**src/common/calc_pkg.sv**
```systemverilog
`default_nettype none

package calc_pkg;

    //////////////////////////////////////////////////
    // widths
    //////////////////////////////////////////////////
    localparam int DIGIT_W = 4;    // one bcd digit
    localparam int STATE_W = 3;    // calculator state code
    localparam int ADDR_W  = 4;    // apb address bits

    //////////////////////////////////////////////////
    // calculator states
    //////////////////////////////////////////////////
    // any other code shows all blanks
    localparam logic [STATE_W-1:0] ST_LEFT   = 3'd0;  // left operand entry
    localparam logic [STATE_W-1:0] ST_OP     = 3'd1;  // operator chosen
    localparam logic [STATE_W-1:0] ST_RIGHT  = 3'd2;  // right operand entry
    localparam logic [STATE_W-1:0] ST_RESULT = 3'd3;  // answer on display

    // key codes above the digits 0 to 9
    localparam logic [DIGIT_W-1:0] KEY_ADD = 4'd10;
    localparam logic [DIGIT_W-1:0] KEY_SUB = 4'd11;
    localparam logic [DIGIT_W-1:0] KEY_EQ  = 4'd12;
    localparam logic [DIGIT_W-1:0] KEY_CLR = 4'd13;   // highest legal key

    // digit values with a special picture
    localparam logic [DIGIT_W-1:0] BLANK_CODE = 4'd15;  // dark digit
    localparam logic [DIGIT_W-1:0] MINUS_CODE = 4'd10;  // segment g only

    //////////////////////////////////////////////////
    // apb register map
    //////////////////////////////////////////////////
    localparam logic [ADDR_W-1:0] ADDR_KEY  = 4'h0;   // write only, key in bits 3:0
    // read only
    // digit 3 in 3:0, digit 2 in 7:4, digit 1 in 11:8, state in 14:12
    localparam logic [ADDR_W-1:0] ADDR_DISP = 4'h4;

endpackage

`default_nettype wire

```
**src/common/digit_bus_if.sv**
```systemverilog
`timescale 1ns/100ps
`default_nettype none

interface digit_bus_if;

    logic [calc_pkg::STATE_W-1:0] state;        // calculator state
    logic [calc_pkg::DIGIT_W-1:0] left_tens;    // left operand
    logic [calc_pkg::DIGIT_W-1:0] left_unit;
    logic [calc_pkg::DIGIT_W-1:0] right_tens;   // right operand
    logic [calc_pkg::DIGIT_W-1:0] right_unit;
    logic                         op_sub;       // 1 subtract, 0 add
    logic [calc_pkg::DIGIT_W-1:0] ans_hund;     // answer, already blanked
    logic [calc_pkg::DIGIT_W-1:0] ans_tens;
    logic [calc_pkg::DIGIT_W-1:0] ans_unit;

    // entry stage owns state and operands
    modport entry_mp (output state, left_tens, left_unit, right_tens, right_unit,
                      op_sub);

    modport alu_mp (input left_tens, left_unit, right_tens, right_unit, op_sub,
                    output ans_hund, ans_tens, ans_unit);

    modport disp_mp (input state, left_tens, left_unit, right_tens, right_unit,
                     ans_hund, ans_tens, ans_unit);

endinterface

`default_nettype wire

```
**src/design/key_apb_port.sv**
```systemverilog
`timescale 1ns/100ps
`default_nettype none

module key_apb_port
(
    input  wire                            clk,
    input  wire                            arst_n,
    // apb slave
    input  wire                            psel,
    input  wire                            penable,
    input  wire                            pwrite,
    input  wire  [calc_pkg::ADDR_W-1:0]    paddr,
    input  wire  [31:0]                    pwdata,
    output logic [31:0]                    prdata,
    output logic                           pready,
    output logic                           pslverr,
    // key pulse to entry
    output logic                           key_valid,
    output logic [calc_pkg::DIGIT_W-1:0]   key_code,
    // readback sources
    input  wire  [3*calc_pkg::DIGIT_W-1:0] disp_digits,  // digit 1 in the top nibble
    input  wire  [calc_pkg::STATE_W-1:0]   state
);

    localparam int PAD_W = 32 - calc_pkg::STATE_W - 3 * calc_pkg::DIGIT_W;

    logic access;   // access phase
    logic wr_key;   // legal key write
    logic rd_disp;  // legal display read

    assign access  = psel && penable;
    assign wr_key  = access && pwrite && (paddr == calc_pkg::ADDR_KEY);
    assign rd_disp = access && !pwrite && (paddr == calc_pkg::ADDR_DISP);

    assign pready  = 1'b1;                           // never waits
    assign pslverr = access && !(wr_key || rd_disp); // wrong direction or no register

    // readback word
    assign prdata = rd_disp ? {{PAD_W{1'b0}}, state, disp_digits} : 32'd0;

    //////////////////////////////////////////////////
    // key pulse, one cycle after the write completes
    //////////////////////////////////////////////////
    always_ff @(posedge clk or negedge arst_n)
    begin
        if (!arst_n)
            key_valid <= 1'b0;
        else
            key_valid <= wr_key && (pwdata[3:0] <= calc_pkg::KEY_CLR);  // drop 14, 15
    end

    always_ff @(posedge clk)
    begin
        if (wr_key)
            key_code <= pwdata[calc_pkg::DIGIT_W-1:0];
    end

endmodule

`default_nettype wire

```
**src/entry/calc_entry.sv**
```systemverilog
`timescale 1ns/100ps
`default_nettype none

module calc_entry
(
    input  wire                          clk,
    input  wire                          arst_n,
    input  wire                          key_valid,   // one key per pulse
    input  wire [calc_pkg::DIGIT_W-1:0]  key_code,
    digit_bus_if.entry_mp                bus
);

    logic is_digit;   // codes 0 to 9
    logic is_op;      // add or subtract

    assign is_digit = (key_code <= 4'd9);
    assign is_op    = (key_code == calc_pkg::KEY_ADD) || (key_code == calc_pkg::KEY_SUB);

    //////////////////////////////////////////////////
    // entry fsm
    //////////////////////////////////////////////////
    always_ff @(posedge clk or negedge arst_n)
    begin
        if (!arst_n)
        begin
            bus.state      <= calc_pkg::ST_LEFT;
            bus.left_tens  <= '0;
            bus.left_unit  <= '0;
            bus.right_tens <= '0;
            bus.right_unit <= '0;
            bus.op_sub     <= 1'b0;
        end
        else if (key_valid)
        begin
            if (key_code == calc_pkg::KEY_CLR)
            begin
                // back to power up values
                bus.state      <= calc_pkg::ST_LEFT;
                bus.left_tens  <= '0;
                bus.left_unit  <= '0;
                bus.right_tens <= '0;
                bus.right_unit <= '0;
                bus.op_sub     <= 1'b0;
            end
            else if (is_digit)
            begin
                case (bus.state)
                    calc_pkg::ST_LEFT:
                    begin
                        bus.left_tens <= bus.left_unit;   // unit moves up
                        bus.left_unit <= key_code;
                    end
                    calc_pkg::ST_OP:
                    begin
                        bus.right_tens <= '0;             // right operand starts empty
                        bus.right_unit <= key_code;
                        bus.state      <= calc_pkg::ST_RIGHT;
                    end
                    calc_pkg::ST_RIGHT:
                    begin
                        bus.right_tens <= bus.right_unit;
                        bus.right_unit <= key_code;
                    end
                    calc_pkg::ST_RESULT:
                    begin
                        // new calculation
                        bus.state      <= calc_pkg::ST_LEFT;
                        bus.left_tens  <= '0;
                        bus.left_unit  <= key_code;
                        bus.right_tens <= '0;
                        bus.right_unit <= '0;
                        bus.op_sub     <= 1'b0;
                    end
                    default: ;
                endcase
            end
            else if (is_op && (bus.state != calc_pkg::ST_RESULT))
            begin
                bus.op_sub <= (key_code == calc_pkg::KEY_SUB);  // last operator wins
                if (bus.state == calc_pkg::ST_LEFT)
                    bus.state <= calc_pkg::ST_OP;
            end
            else if ((key_code == calc_pkg::KEY_EQ) && (bus.state == calc_pkg::ST_RIGHT))
                bus.state <= calc_pkg::ST_RESULT;
            // anything else is ignored
        end
    end

endmodule

`default_nettype wire

```
**src/design/calc_alu_bcd.sv**
```systemverilog
`timescale 1ns/100ps
`default_nettype none

module calc_alu_bcd
(
    input  wire           clk,
    input  wire           arst_n,
    digit_bus_if.alu_mp   bus
);

    // two bcd digits to binary, 99 at most
    function automatic logic [6:0] to_bin(input logic [calc_pkg::DIGIT_W-1:0] tens,
                                          input logic [calc_pkg::DIGIT_W-1:0] unit);
        return 7'(tens) * 7'd10 + 7'(unit);
    endfunction

    // double dabble, 8 bit binary to hund, tens, unit
    function automatic logic [11:0] bin2bcd(input logic [7:0] bin);
        logic [19:0] sh;
        sh = {12'd0, bin};
        for (int i = 0; i < 8; i++)
        begin
            for (int j = 0; j < 3; j++)
            begin
                if (sh[8+4*j +: 4] >= 4'd5)
                    sh[8+4*j +: 4] = sh[8+4*j +: 4] + 4'd3;   // add 3 before shift
            end
            sh = sh << 1;
        end
        return sh[19:8];
    endfunction

    logic [6:0]                   left_bin;
    logic [6:0]                   right_bin;
    logic                         neg;      // subtract with larger right operand
    logic [7:0]                   mag;      // 198 at most
    logic [11:0]                  bcd;
    logic [calc_pkg::DIGIT_W-1:0] hund_d;   // after sign and blanking
    logic [calc_pkg::DIGIT_W-1:0] tens_d;

    assign left_bin  = to_bin(bus.left_tens, bus.left_unit);
    assign right_bin = to_bin(bus.right_tens, bus.right_unit);
    assign neg       = bus.op_sub && (right_bin > left_bin);

    always_comb
    begin
        if (!bus.op_sub)
            mag = {1'b0, left_bin} + {1'b0, right_bin};
        else if (neg)
            mag = {1'b0, right_bin - left_bin};   // magnitude only
        else
            mag = {1'b0, left_bin - right_bin};
    end

    assign bcd = bin2bcd(mag);

    //////////////////////////////////////////////////
    // sign and leading zero blanking
    //////////////////////////////////////////////////
    always_comb
    begin
        if (neg)
            hund_d = calc_pkg::MINUS_CODE;
        else if (bcd[11:8] == 4'd0)
            hund_d = calc_pkg::BLANK_CODE;
        else
            hund_d = bcd[11:8];
        // tens zero goes dark without a real hundreds digit
        if ((hund_d > 4'd9) && (bcd[7:4] == 4'd0))
            tens_d = calc_pkg::BLANK_CODE;
        else
            tens_d = bcd[7:4];
    end

    always_ff @(posedge clk or negedge arst_n)
    begin
        if (!arst_n)
        begin
            bus.ans_hund <= calc_pkg::BLANK_CODE;
            bus.ans_tens <= calc_pkg::BLANK_CODE;
            bus.ans_unit <= calc_pkg::BLANK_CODE;
        end
        else
        begin
            bus.ans_hund <= hund_d;
            bus.ans_tens <= tens_d;
            bus.ans_unit <= bcd[3:0];   // unit always shown
        end
    end

endmodule

`default_nettype wire

```
**src/design/display_ctl.sv**
```systemverilog
`timescale 1ns/100ps
`default_nettype none

module display_ctl
(
    digit_bus_if.disp_mp                 bus,
    output logic [calc_pkg::DIGIT_W-1:0] bcd_out1,   // leftmost digit
    output logic [calc_pkg::DIGIT_W-1:0] bcd_out2,
    output logic [calc_pkg::DIGIT_W-1:0] bcd_out3    // rightmost digit
);

    // zero in an operand tens place stays dark
    function automatic logic [calc_pkg::DIGIT_W-1:0] blank_zero(
        input logic [calc_pkg::DIGIT_W-1:0] tens);
        return (tens == '0) ? calc_pkg::BLANK_CODE : tens;
    endfunction

    logic [calc_pkg::DIGIT_W-1:0] left_tens_b;
    logic [calc_pkg::DIGIT_W-1:0] right_tens_b;

    assign left_tens_b  = blank_zero(bus.left_tens);
    assign right_tens_b = blank_zero(bus.right_tens);

    // digit select by state
    always_comb
    begin
        case (bus.state)
            calc_pkg::ST_LEFT:
            begin
                bcd_out1 = calc_pkg::BLANK_CODE;
                bcd_out2 = left_tens_b;
                bcd_out3 = bus.left_unit;
            end
            calc_pkg::ST_OP, calc_pkg::ST_RIGHT:
            begin
                bcd_out1 = calc_pkg::BLANK_CODE;
                bcd_out2 = right_tens_b;     // empty right operand in ST_OP
                bcd_out3 = bus.right_unit;
            end
            calc_pkg::ST_RESULT:
            begin
                bcd_out1 = bus.ans_hund;     // blanked in the alu
                bcd_out2 = bus.ans_tens;
                bcd_out3 = bus.ans_unit;
            end
            default:
            begin
                bcd_out1 = calc_pkg::BLANK_CODE;
                bcd_out2 = calc_pkg::BLANK_CODE;
                bcd_out3 = calc_pkg::BLANK_CODE;
            end
        endcase
    end

endmodule

`default_nettype wire

```
**src/design/seg_scan.sv**
```systemverilog
`timescale 1ns/100ps
`default_nettype none

module seg_scan
#(
    parameter int SCAN_DIV = 4    // cycles per digit slot
)
(
    input  wire                          clk,
    input  wire                          arst_n,
    input  wire [calc_pkg::DIGIT_W-1:0]  bcd_out1,   // on dig_en[0]
    input  wire [calc_pkg::DIGIT_W-1:0]  bcd_out2,   // on dig_en[1]
    input  wire [calc_pkg::DIGIT_W-1:0]  bcd_out3,   // on dig_en[2]
    output logic [6:0]                   seg,        // {g,f,e,d,c,b,a}, active high
    output logic [2:0]                   dig_en
);

    localparam int CNT_W = (SCAN_DIV > 1) ? $clog2(SCAN_DIV) : 1;

    // segment table
    function automatic logic [6:0] seg_of(input logic [calc_pkg::DIGIT_W-1:0] code);
        case (code)
            4'd0:    return 7'b0111111;
            4'd1:    return 7'b0000110;
            4'd2:    return 7'b1011011;
            4'd3:    return 7'b1001111;
            4'd4:    return 7'b1100110;
            4'd5:    return 7'b1101101;
            4'd6:    return 7'b1111101;
            4'd7:    return 7'b0000111;
            4'd8:    return 7'b1111111;
            4'd9:    return 7'b1101111;
            calc_pkg::MINUS_CODE: return 7'b1000000;
            default: return 7'b0000000;   // blank, 11 to 14 dark too
        endcase
    endfunction

    logic [CNT_W-1:0]             div_cnt;
    logic                         tick;       // last cycle of a slot
    logic [2:0]                   en_nxt;
    logic [calc_pkg::DIGIT_W-1:0] cur_digit;  // digit for the next enable

    assign tick = (div_cnt == CNT_W'(SCAN_DIV - 1));

    always_comb
    begin
        if (!tick)
            en_nxt = dig_en;
        else if (dig_en[2] || (dig_en == 3'b000))
            en_nxt = 3'b001;                 // first tick or wrap
        else
            en_nxt = dig_en << 1;
        case (en_nxt)
            3'b001:  cur_digit = bcd_out1;
            3'b010:  cur_digit = bcd_out2;
            3'b100:  cur_digit = bcd_out3;
            default: cur_digit = calc_pkg::BLANK_CODE;   // still idle
        endcase
    end

    always_ff @(posedge clk or negedge arst_n)
    begin
        if (!arst_n)
        begin
            div_cnt <= '0;
            dig_en  <= 3'b000;
            seg     <= 7'b0000000;
        end
        else
        begin
            div_cnt <= tick ? '0 : div_cnt + 1'b1;
            dig_en  <= en_nxt;
            seg     <= seg_of(cur_digit);    // tracks digit changes inside a slot
        end
    end

endmodule

`default_nettype wire

```
**src/design/calc_top.sv**
```systemverilog
`timescale 1ns/100ps
`default_nettype none

module calc_top
#(
    parameter int SCAN_DIV = 50000    // clocks per shown digit
)
(
    input  wire                          clk,
    input  wire                          arst_n,
    // apb slave
    input  wire                          psel,
    input  wire                          penable,
    input  wire                          pwrite,
    input  wire  [calc_pkg::ADDR_W-1:0]  paddr,
    input  wire  [31:0]                  pwdata,
    output logic [31:0]                  prdata,
    output logic                         pready,
    output logic                         pslverr,
    // seven segment display
    output logic [6:0]                   seg,
    output logic [2:0]                   dig_en
);

    digit_bus_if bus ();    // stage to stage digits

    logic                         key_valid;
    logic [calc_pkg::DIGIT_W-1:0] key_code;
    logic [calc_pkg::DIGIT_W-1:0] bcd_out1;   // shown digits, left to right
    logic [calc_pkg::DIGIT_W-1:0] bcd_out2;
    logic [calc_pkg::DIGIT_W-1:0] bcd_out3;

    key_apb_port i_apb
    (
        .clk         (clk),
        .arst_n      (arst_n),
        .psel        (psel),
        .penable     (penable),
        .pwrite      (pwrite),
        .paddr       (paddr),
        .pwdata      (pwdata),
        .prdata      (prdata),
        .pready      (pready),
        .pslverr     (pslverr),
        .key_valid   (key_valid),
        .key_code    (key_code),
        .disp_digits ({bcd_out1, bcd_out2, bcd_out3}),
        .state       (bus.state)
    );

    calc_entry i_entry
    (
        .clk       (clk),
        .arst_n    (arst_n),
        .key_valid (key_valid),
        .key_code  (key_code),
        .bus       (bus.entry_mp)
    );

    calc_alu_bcd i_alu
    (
        .clk    (clk),
        .arst_n (arst_n),
        .bus    (bus.alu_mp)
    );

    display_ctl i_disp
    (
        .bus      (bus.disp_mp),
        .bcd_out1 (bcd_out1),
        .bcd_out2 (bcd_out2),
        .bcd_out3 (bcd_out3)
    );

    seg_scan #(.SCAN_DIV(SCAN_DIV)) i_scan
    (
        .clk      (clk),
        .arst_n   (arst_n),
        .bcd_out1 (bcd_out1),
        .bcd_out2 (bcd_out2),
        .bcd_out3 (bcd_out3),
        .seg      (seg),
        .dig_en   (dig_en)
    );

endmodule

`default_nettype wire

```
**config.mk**
```make
export PLATFORM = sky130hd
export DESIGN_NAME = calc_top
export DESIGN_NICKNAME = d
export VERILOG_FILES = /design/src/common/calc_pkg.sv /design/src/common/digit_bus_if.sv /design/src/design/key_apb_port.sv /design/src/entry/calc_entry.sv /design/src/design/calc_alu_bcd.sv /design/src/design/display_ctl.sv /design/src/design/seg_scan.sv /design/src/design/calc_top.sv
export SDC_FILE = /design/constraint.sdc
export NUM_CORES = 1
export LEC_CHECK = 0
export ABC_AREA = 1
export BUFFER_PORTS_ARGS = -buffer_cell sky130_fd_sc_hd__buf_2
export CAP_MARGIN = 20
export CORE_UTILIZATION = 40
export DETAILED_ROUTE_END_ITERATION = 16
export PLACE_DENSITY = 0.61
export SLEW_MARGIN = 20
export SYNTH_ARGS = -nofsm -noshare
export SYNTH_HDL_FRONTEND = slang
export SYNTH_SLANG_ARGS = --single-unit
```
**constraint.sdc**
```tcl
create_clock -name clk -period 15.25 [get_ports clk]
set_input_delay 3.8125 -clock clk [delete_from_list [all_inputs] [get_ports clk]]
set_output_delay 3.8125 -clock clk [all_outputs]
set_load 0.02 [all_outputs]
```
== Yosys cells after proc, flatten, opt, wreduce, memory -nomap -nowiden ==
Memories as Yosys holds them, arrays and structs flattened. A register that Yosys moved wholly into a read port is not among the register bits.
Cells that the tools add are included.

* Reduce and logical (&&, ||, !) cells: 40
* Multipliers: 2
* Order comparisons: 22
* Add/sub/neg operators: 24
* Eq/ne operators: 16
* Multiplexer cells: 55

{| class="wikitable"
|+ Operators by type and width
! operator !! number
|-
| 4-bit two-way mux || 27
|-
| 4-bit by 3-bit >= comparator with 1-bit output (second input constant) || 15
|-
| 4-bit by 2-bit adder with 4-bit output (second input constant) || 11
|-
| 3-bit two-way mux || 13
|-
| 4-bit one-hot mux with 3 select lines || 3
|-
| 4-bit one-hot mux with 2 select lines || 3
|-
| 4-bit logical NOT || 5
|-
| 16-bit by 1-bit adder with 16-bit output (second input constant) || 1
|-
| 16-bit == test (second input constant) || 1
|-
| 4-bit == test (second input constant) || 4
|-
| 16-bit two-way mux || 1
|-
| 15-bit two-way mux || 1
|-
| 3-bit AND reduction || 5
|-
| 7-bit by 4-bit adder with 7-bit output || 2
|-
| 7-bit subtractor || 2
|-
| 3-bit by 2-bit adder with 3-bit output (second input constant) || 4
|-
| 4-bit by 3-bit multiplier with 6-bit output (second input constant) || 2
|-
| 3-bit nonzero test || 4
|-
| 1-bit logical AND || 11
|-
| 3-bit by 2-bit == test with 1-bit output (second input constant) || 3
|-
| 7-bit by 7-bit adder with 8-bit output || 1
|-
| 4-bit less-or-equal comparator (second input constant) || 2
|-
| 8-bit two-way mux || 1
|-
| 7-bit > comparator || 1
|-
| 21 further kinds || 36
|}

* Output and inout port bits: 44
* Register bits after elaboration: 56
* Word-level logic and storage cells: 173
* Memories kept: 1
* Input bits: 41
* ROM bits: 112

{| class="wikitable"
|+ Memory list
! name !! words !! width !! read ports !! clocked after memory_dff !! wr ports !! RTL line !! RTL
|-
| (no name shown) || 16 || 7 || 1 || 1 || 0 || seg_scan.sv:22 || <nowiki>case (code)</nowiki>
|}

== Depth between registers and ports, before layout ==
* Depth after elaboration: 26
* Gate-level depth with buffers: 56
* Depth with buffers taken out: 56

== By module ==
From an unflattened synthesis, not the netlist that was laid out.

* Cell total of the unflattened synthesis: 905
* Area total of the unflattened synthesis: 6555.0 um^2

{| class="wikitable"
|+ By module, submodules not included
! module !! seq. area each (um^2) !! times used !! cells an instance !! area each (um^2)
|-
| calc_alu_bcd || 315.3 || 1 || 397 || 2705.1
|-
| seg_scan || 650.6 || 1 || 222 || 1870.5
|-
| calc_entry || 475.5 || 1 || 133 || 1108.6
|-
| key_apb_port || 145.1 || 1 || 74 || 530.5
|-
| display_ctl || 0.0 || 1 || 79 || 340.3
|}

== Worst setup path after synthesis ==
No wires, ideal clock.

* Kind: input to output
* Start: input port paddr[1] in the netlist's numbering
* End: output port prdata[10]
* Path slack: 6.134 ns
* Path buffers: 0
* Stages: 5
* Arrival time: 5.303 ns
* Path through: nor4_1 inv_1 nor3_1 clkinv_1 a21oi_1

* Cells in the longest elaborated chain, start to end: 3

{| class="wikitable"
|+ RTL lines
! item !! RTL line !! RTL
|-
| start, declared || calc_top.sv:15 || <nowiki>input wire [calc_pkg::ADDR_W-1:0] paddr,</nowiki>
|-
| 4-bit by 3-bit == test with 1-bit output || key_apb_port.sv:33 || <nowiki>assign rd_disp = access && !pwrite && (paddr == calc_pkg::ADDR_DISP);</nowiki>
|-
| 1-bit logical AND || key_apb_port.sv:33 ||
|-
| 15-bit two-way mux || key_apb_port.sv:39 || <nowiki>assign prdata = rd_disp ? {{PAD_W{1'b0}}, state, disp_digits} : 32'd0;</nowiki>
|-
| end, declared || calc_top.sv:17 || <nowiki>output logic [31:0] prdata,</nowiki>
|}

No other way between the ends.

== Worst setup path after layout ==
* Start: input port paddr[1] in the netlist's numbering
* End: output port prdata[13]

Same word-level chain as after synthesis.

==> results_dict.tcl <==
set metrics [dict create \
    met3WireLength_um 445 \
    place.gp.congestion 0.862 \
    relSlewSlack 0.514 \
    vdd.ir_drop.worst_mv 0.0593 \
    path_clk_slew_ns 0.05 \
    clockBufferDepth 2 \
    ys_ff_latch 62 \
    critPathLaunchType "input port" \
    post_drt_wl_per_cell_um 12.8 \
    dp_hpwl_um 10300 \
    place.port_buffers 37 \
    rsz0062_at_grt "no" \
    final_common_cell "nand2_1" \
    layout.nets 918 \
    p_int_mw 0.356 \
    reg2reg_depth 51 \
    cts-resized-gates 0 \
    drt_first_pass_iters 6 \
    p_leak_nw 3.40 \
    cts_setup_buffers 0 \
    power.density_nw_per_um2 80.0 \
    synth-async-reset-ratio 0.935 \
    p_switching_mw 0.143 \
    design.portCount 85 \
    synthDistinctLibCells 51 \
    end_kind "primary output" \
    clockRootBuffer "clkbuf_16" \
    status "finished, final reports clean" \
    seqPwrFrac 0.375 \
    hold_buffers 0 \
    vias 4890 \
    cp_max_fo 10 \
    slowest_stage "nor3_1" \
    final_cell_mix "nand2_1, inv_1, nor2_1, nand3_1, ha_1" \
    syn_avg_cell_area_um2 7.25 \
    path_common_cell "buf_2" \
    min_period_over_period 0.624 \
    wl_met2_um 6090 \
    synth_cells 775 \
    switching_share 0.287 \
    cts_made_buffers 9 \
    worstHoldPathCells 1 \
    worstSetupPathType "input port to primary output" \
    crit_required_ns 11.44 \
    synth-edff-count 4 \
    ant_nets 0 \
    met1_length_um 6000 \
    skew_ns 0.00867 \
    synth_seq_area_share 0.282 \
    cts_sinks 62 \
    fmax_mhz 105 \
    vias_per_cell 4.90 \
    clk_latency_ns 0.33 \
    grt_pass1_wl_um 21400 \
    die_area_um2 14500 \
    path_cells "buf_2, nor4_1, inv_1, nor3_1, clkinv_1, nor2_1, buf_2" \
    drv_slew 0 \
    setup_viol 0 \
    overflow 0 \
    worstMarginPinSlew_ns 0.728 \
    final_hold_viol_count 0 \
    drtIter0Drc 237 \
    antenna_found_initial 0 \
    synth-main-ff-cell "dfrtp_1" \
    dieHeight_um 121 \
    detail_route.wirelength_um 12700 \
    critical_path.max_stage_delay_ns 0.48 \
    h-tree-depth 3 \
    num_rows 42 \
    clock_power_share 0.427 \
    top_layer "met4" \
    final.min_clock_period_ns 9.52 \
    critPathArrivalTime_ns 5.71 \
    cts_tree "built" \
    grt_pass1_vias 4448 \
    drc 0 \
    yosysWarnings 0 \
    area_growth_syn_to_layout_pct 11.1 \
    initial_core_util 0.418 \
    pwr-share-comb 0.198 \
    hold_class "register to register" \
    fp.dieW_um 121 \
    core_area_um2 13500 \
    track_usage 0.186 \
    drv_cap 0 \
    nFillCells 1397 \
    grt_max_degree 59 \
    tns_ns 0 \
    insertedDiodeCount 0 \
    drive_gt1_frac 0.163 \
    whs_ns 0.463 \
    syn_area_um2 5620 \
]
==> power by group through the flow <==
stage	clock (mW)	combinational, mW	sequential (mW)
detailed placement	0	0.0993	0.190
floorplan	0	0.0821	0.186
global placement	0	0.0984	0.190
finish	0.213	0.0990	0.187
global route	0.225	0.113	0.188
CTS	0.218	0.0998	0.187
==> registers in the layout, summed over array words and instances, names as in the netlist <==
name and flops:
i_entry.bus.op_sub 1, i_apb.key_code 4, i_alu.bus.ans_hund 4, i_entry.bus.left_unit 4, i_entry.bus.right_tens 4, i_entry.bus.left_tens 4
i_entry.bus.right_unit 4, i_entry.bus.state 2, i_scan.seg 7, i_scan.dig_en 3, i_alu.bus.ans_unit 4, i_alu.bus.ans_tens 4
i_scan.div_cnt 16, i_apb.key_valid 1
==> critical path, delay by kind of cell <==
family	cells	cell delay [ns]
buf+inv	4	0.80
simple gates	3	1.09
==> through the flow <==
stage	total power [mW]	area (µm²)	setup WS (ns)	util	std cells
detailed placement	0.289	5930	5.74	0.441	982
global placement	0.288	5930	5.76	0.441	982
global route	0.526	6240	5.41	0.464	998
floorplan	0.268	5680	6.13	-	792
finish	0.499	6240	5.73	0.464	998
CTS	0.505	6240	5.74	0.464	998
==> path summary, 6_finish.rpt <==
kind | startpoint | endpoint | slack, ns
worst max-delay path | paddr[1] | prdata[13] | 5.73
min in group asynchronous | arst_n | i_entry.bus.right_tens[3] | 3.64
worst max register to register | i_entry.bus.left_tens[1] | i_alu.bus.ans_tens[1] | 7.64
worst min register to register | i_scan.div_cnt[0] | i_scan.div_cnt[0] | 0.46
max in group asynchronous | arst_n | i_scan.seg[1] | 11.14
worst min-delay path | i_scan.div_cnt[0] | i_scan.div_cnt[0] | 0.46
==> routing by layer <==
metal / track usage / up-vias
met2: 0.311 / 100
met5: 0 / -
met4: 0.0586 / 0
li1: - / 2541
met1: 0.247 / 2234
met3: 0.0259 / 15
==> area by class of cell <==
type | instances | area [µm²] | area share
multi-input cells | 562 | 3390 | 0.543
flip-flops and latches | 62 | 1590 | 0.254
inverters | 144 | 541 | 0.0866
clock buffers | 10 | 229 | 0.0367
well taps | 176 | 220 | 0.0353
repair buffers | 38 | 193 | 0.0309
clock inverters | 6 | 86.3 | 0.0138
==> cell families after synthesis <==
logic type | share of synthesized area
DFF | 0.282
and+or+nand+nor | 0.283
AOI/OAI and AO/OA | 0.135
xor gates and xnor gates | 0.0281
adders and majority gates | 0.145
other | 0.00134
buffers and inverters | 0.126
==> synth_stat cells (9+ instances only) <==
master   instances  area, µm²
nand2_1        153        574
inv_1          131        492
nor2_1          56        210
nand3_1         54        270
ha_1            53        663
o21ai_0         48        240
dfrtp_1         46       1150
a21oi_1         39        195
nand2_2         21        131
buf_4           20        150
xor2_1          15        131
nand4_1         13       81.3
dfstp_2         12        315
inv_2           11       41.3
nor3_1           9       45.0
(Power assumes the default switching activity.)
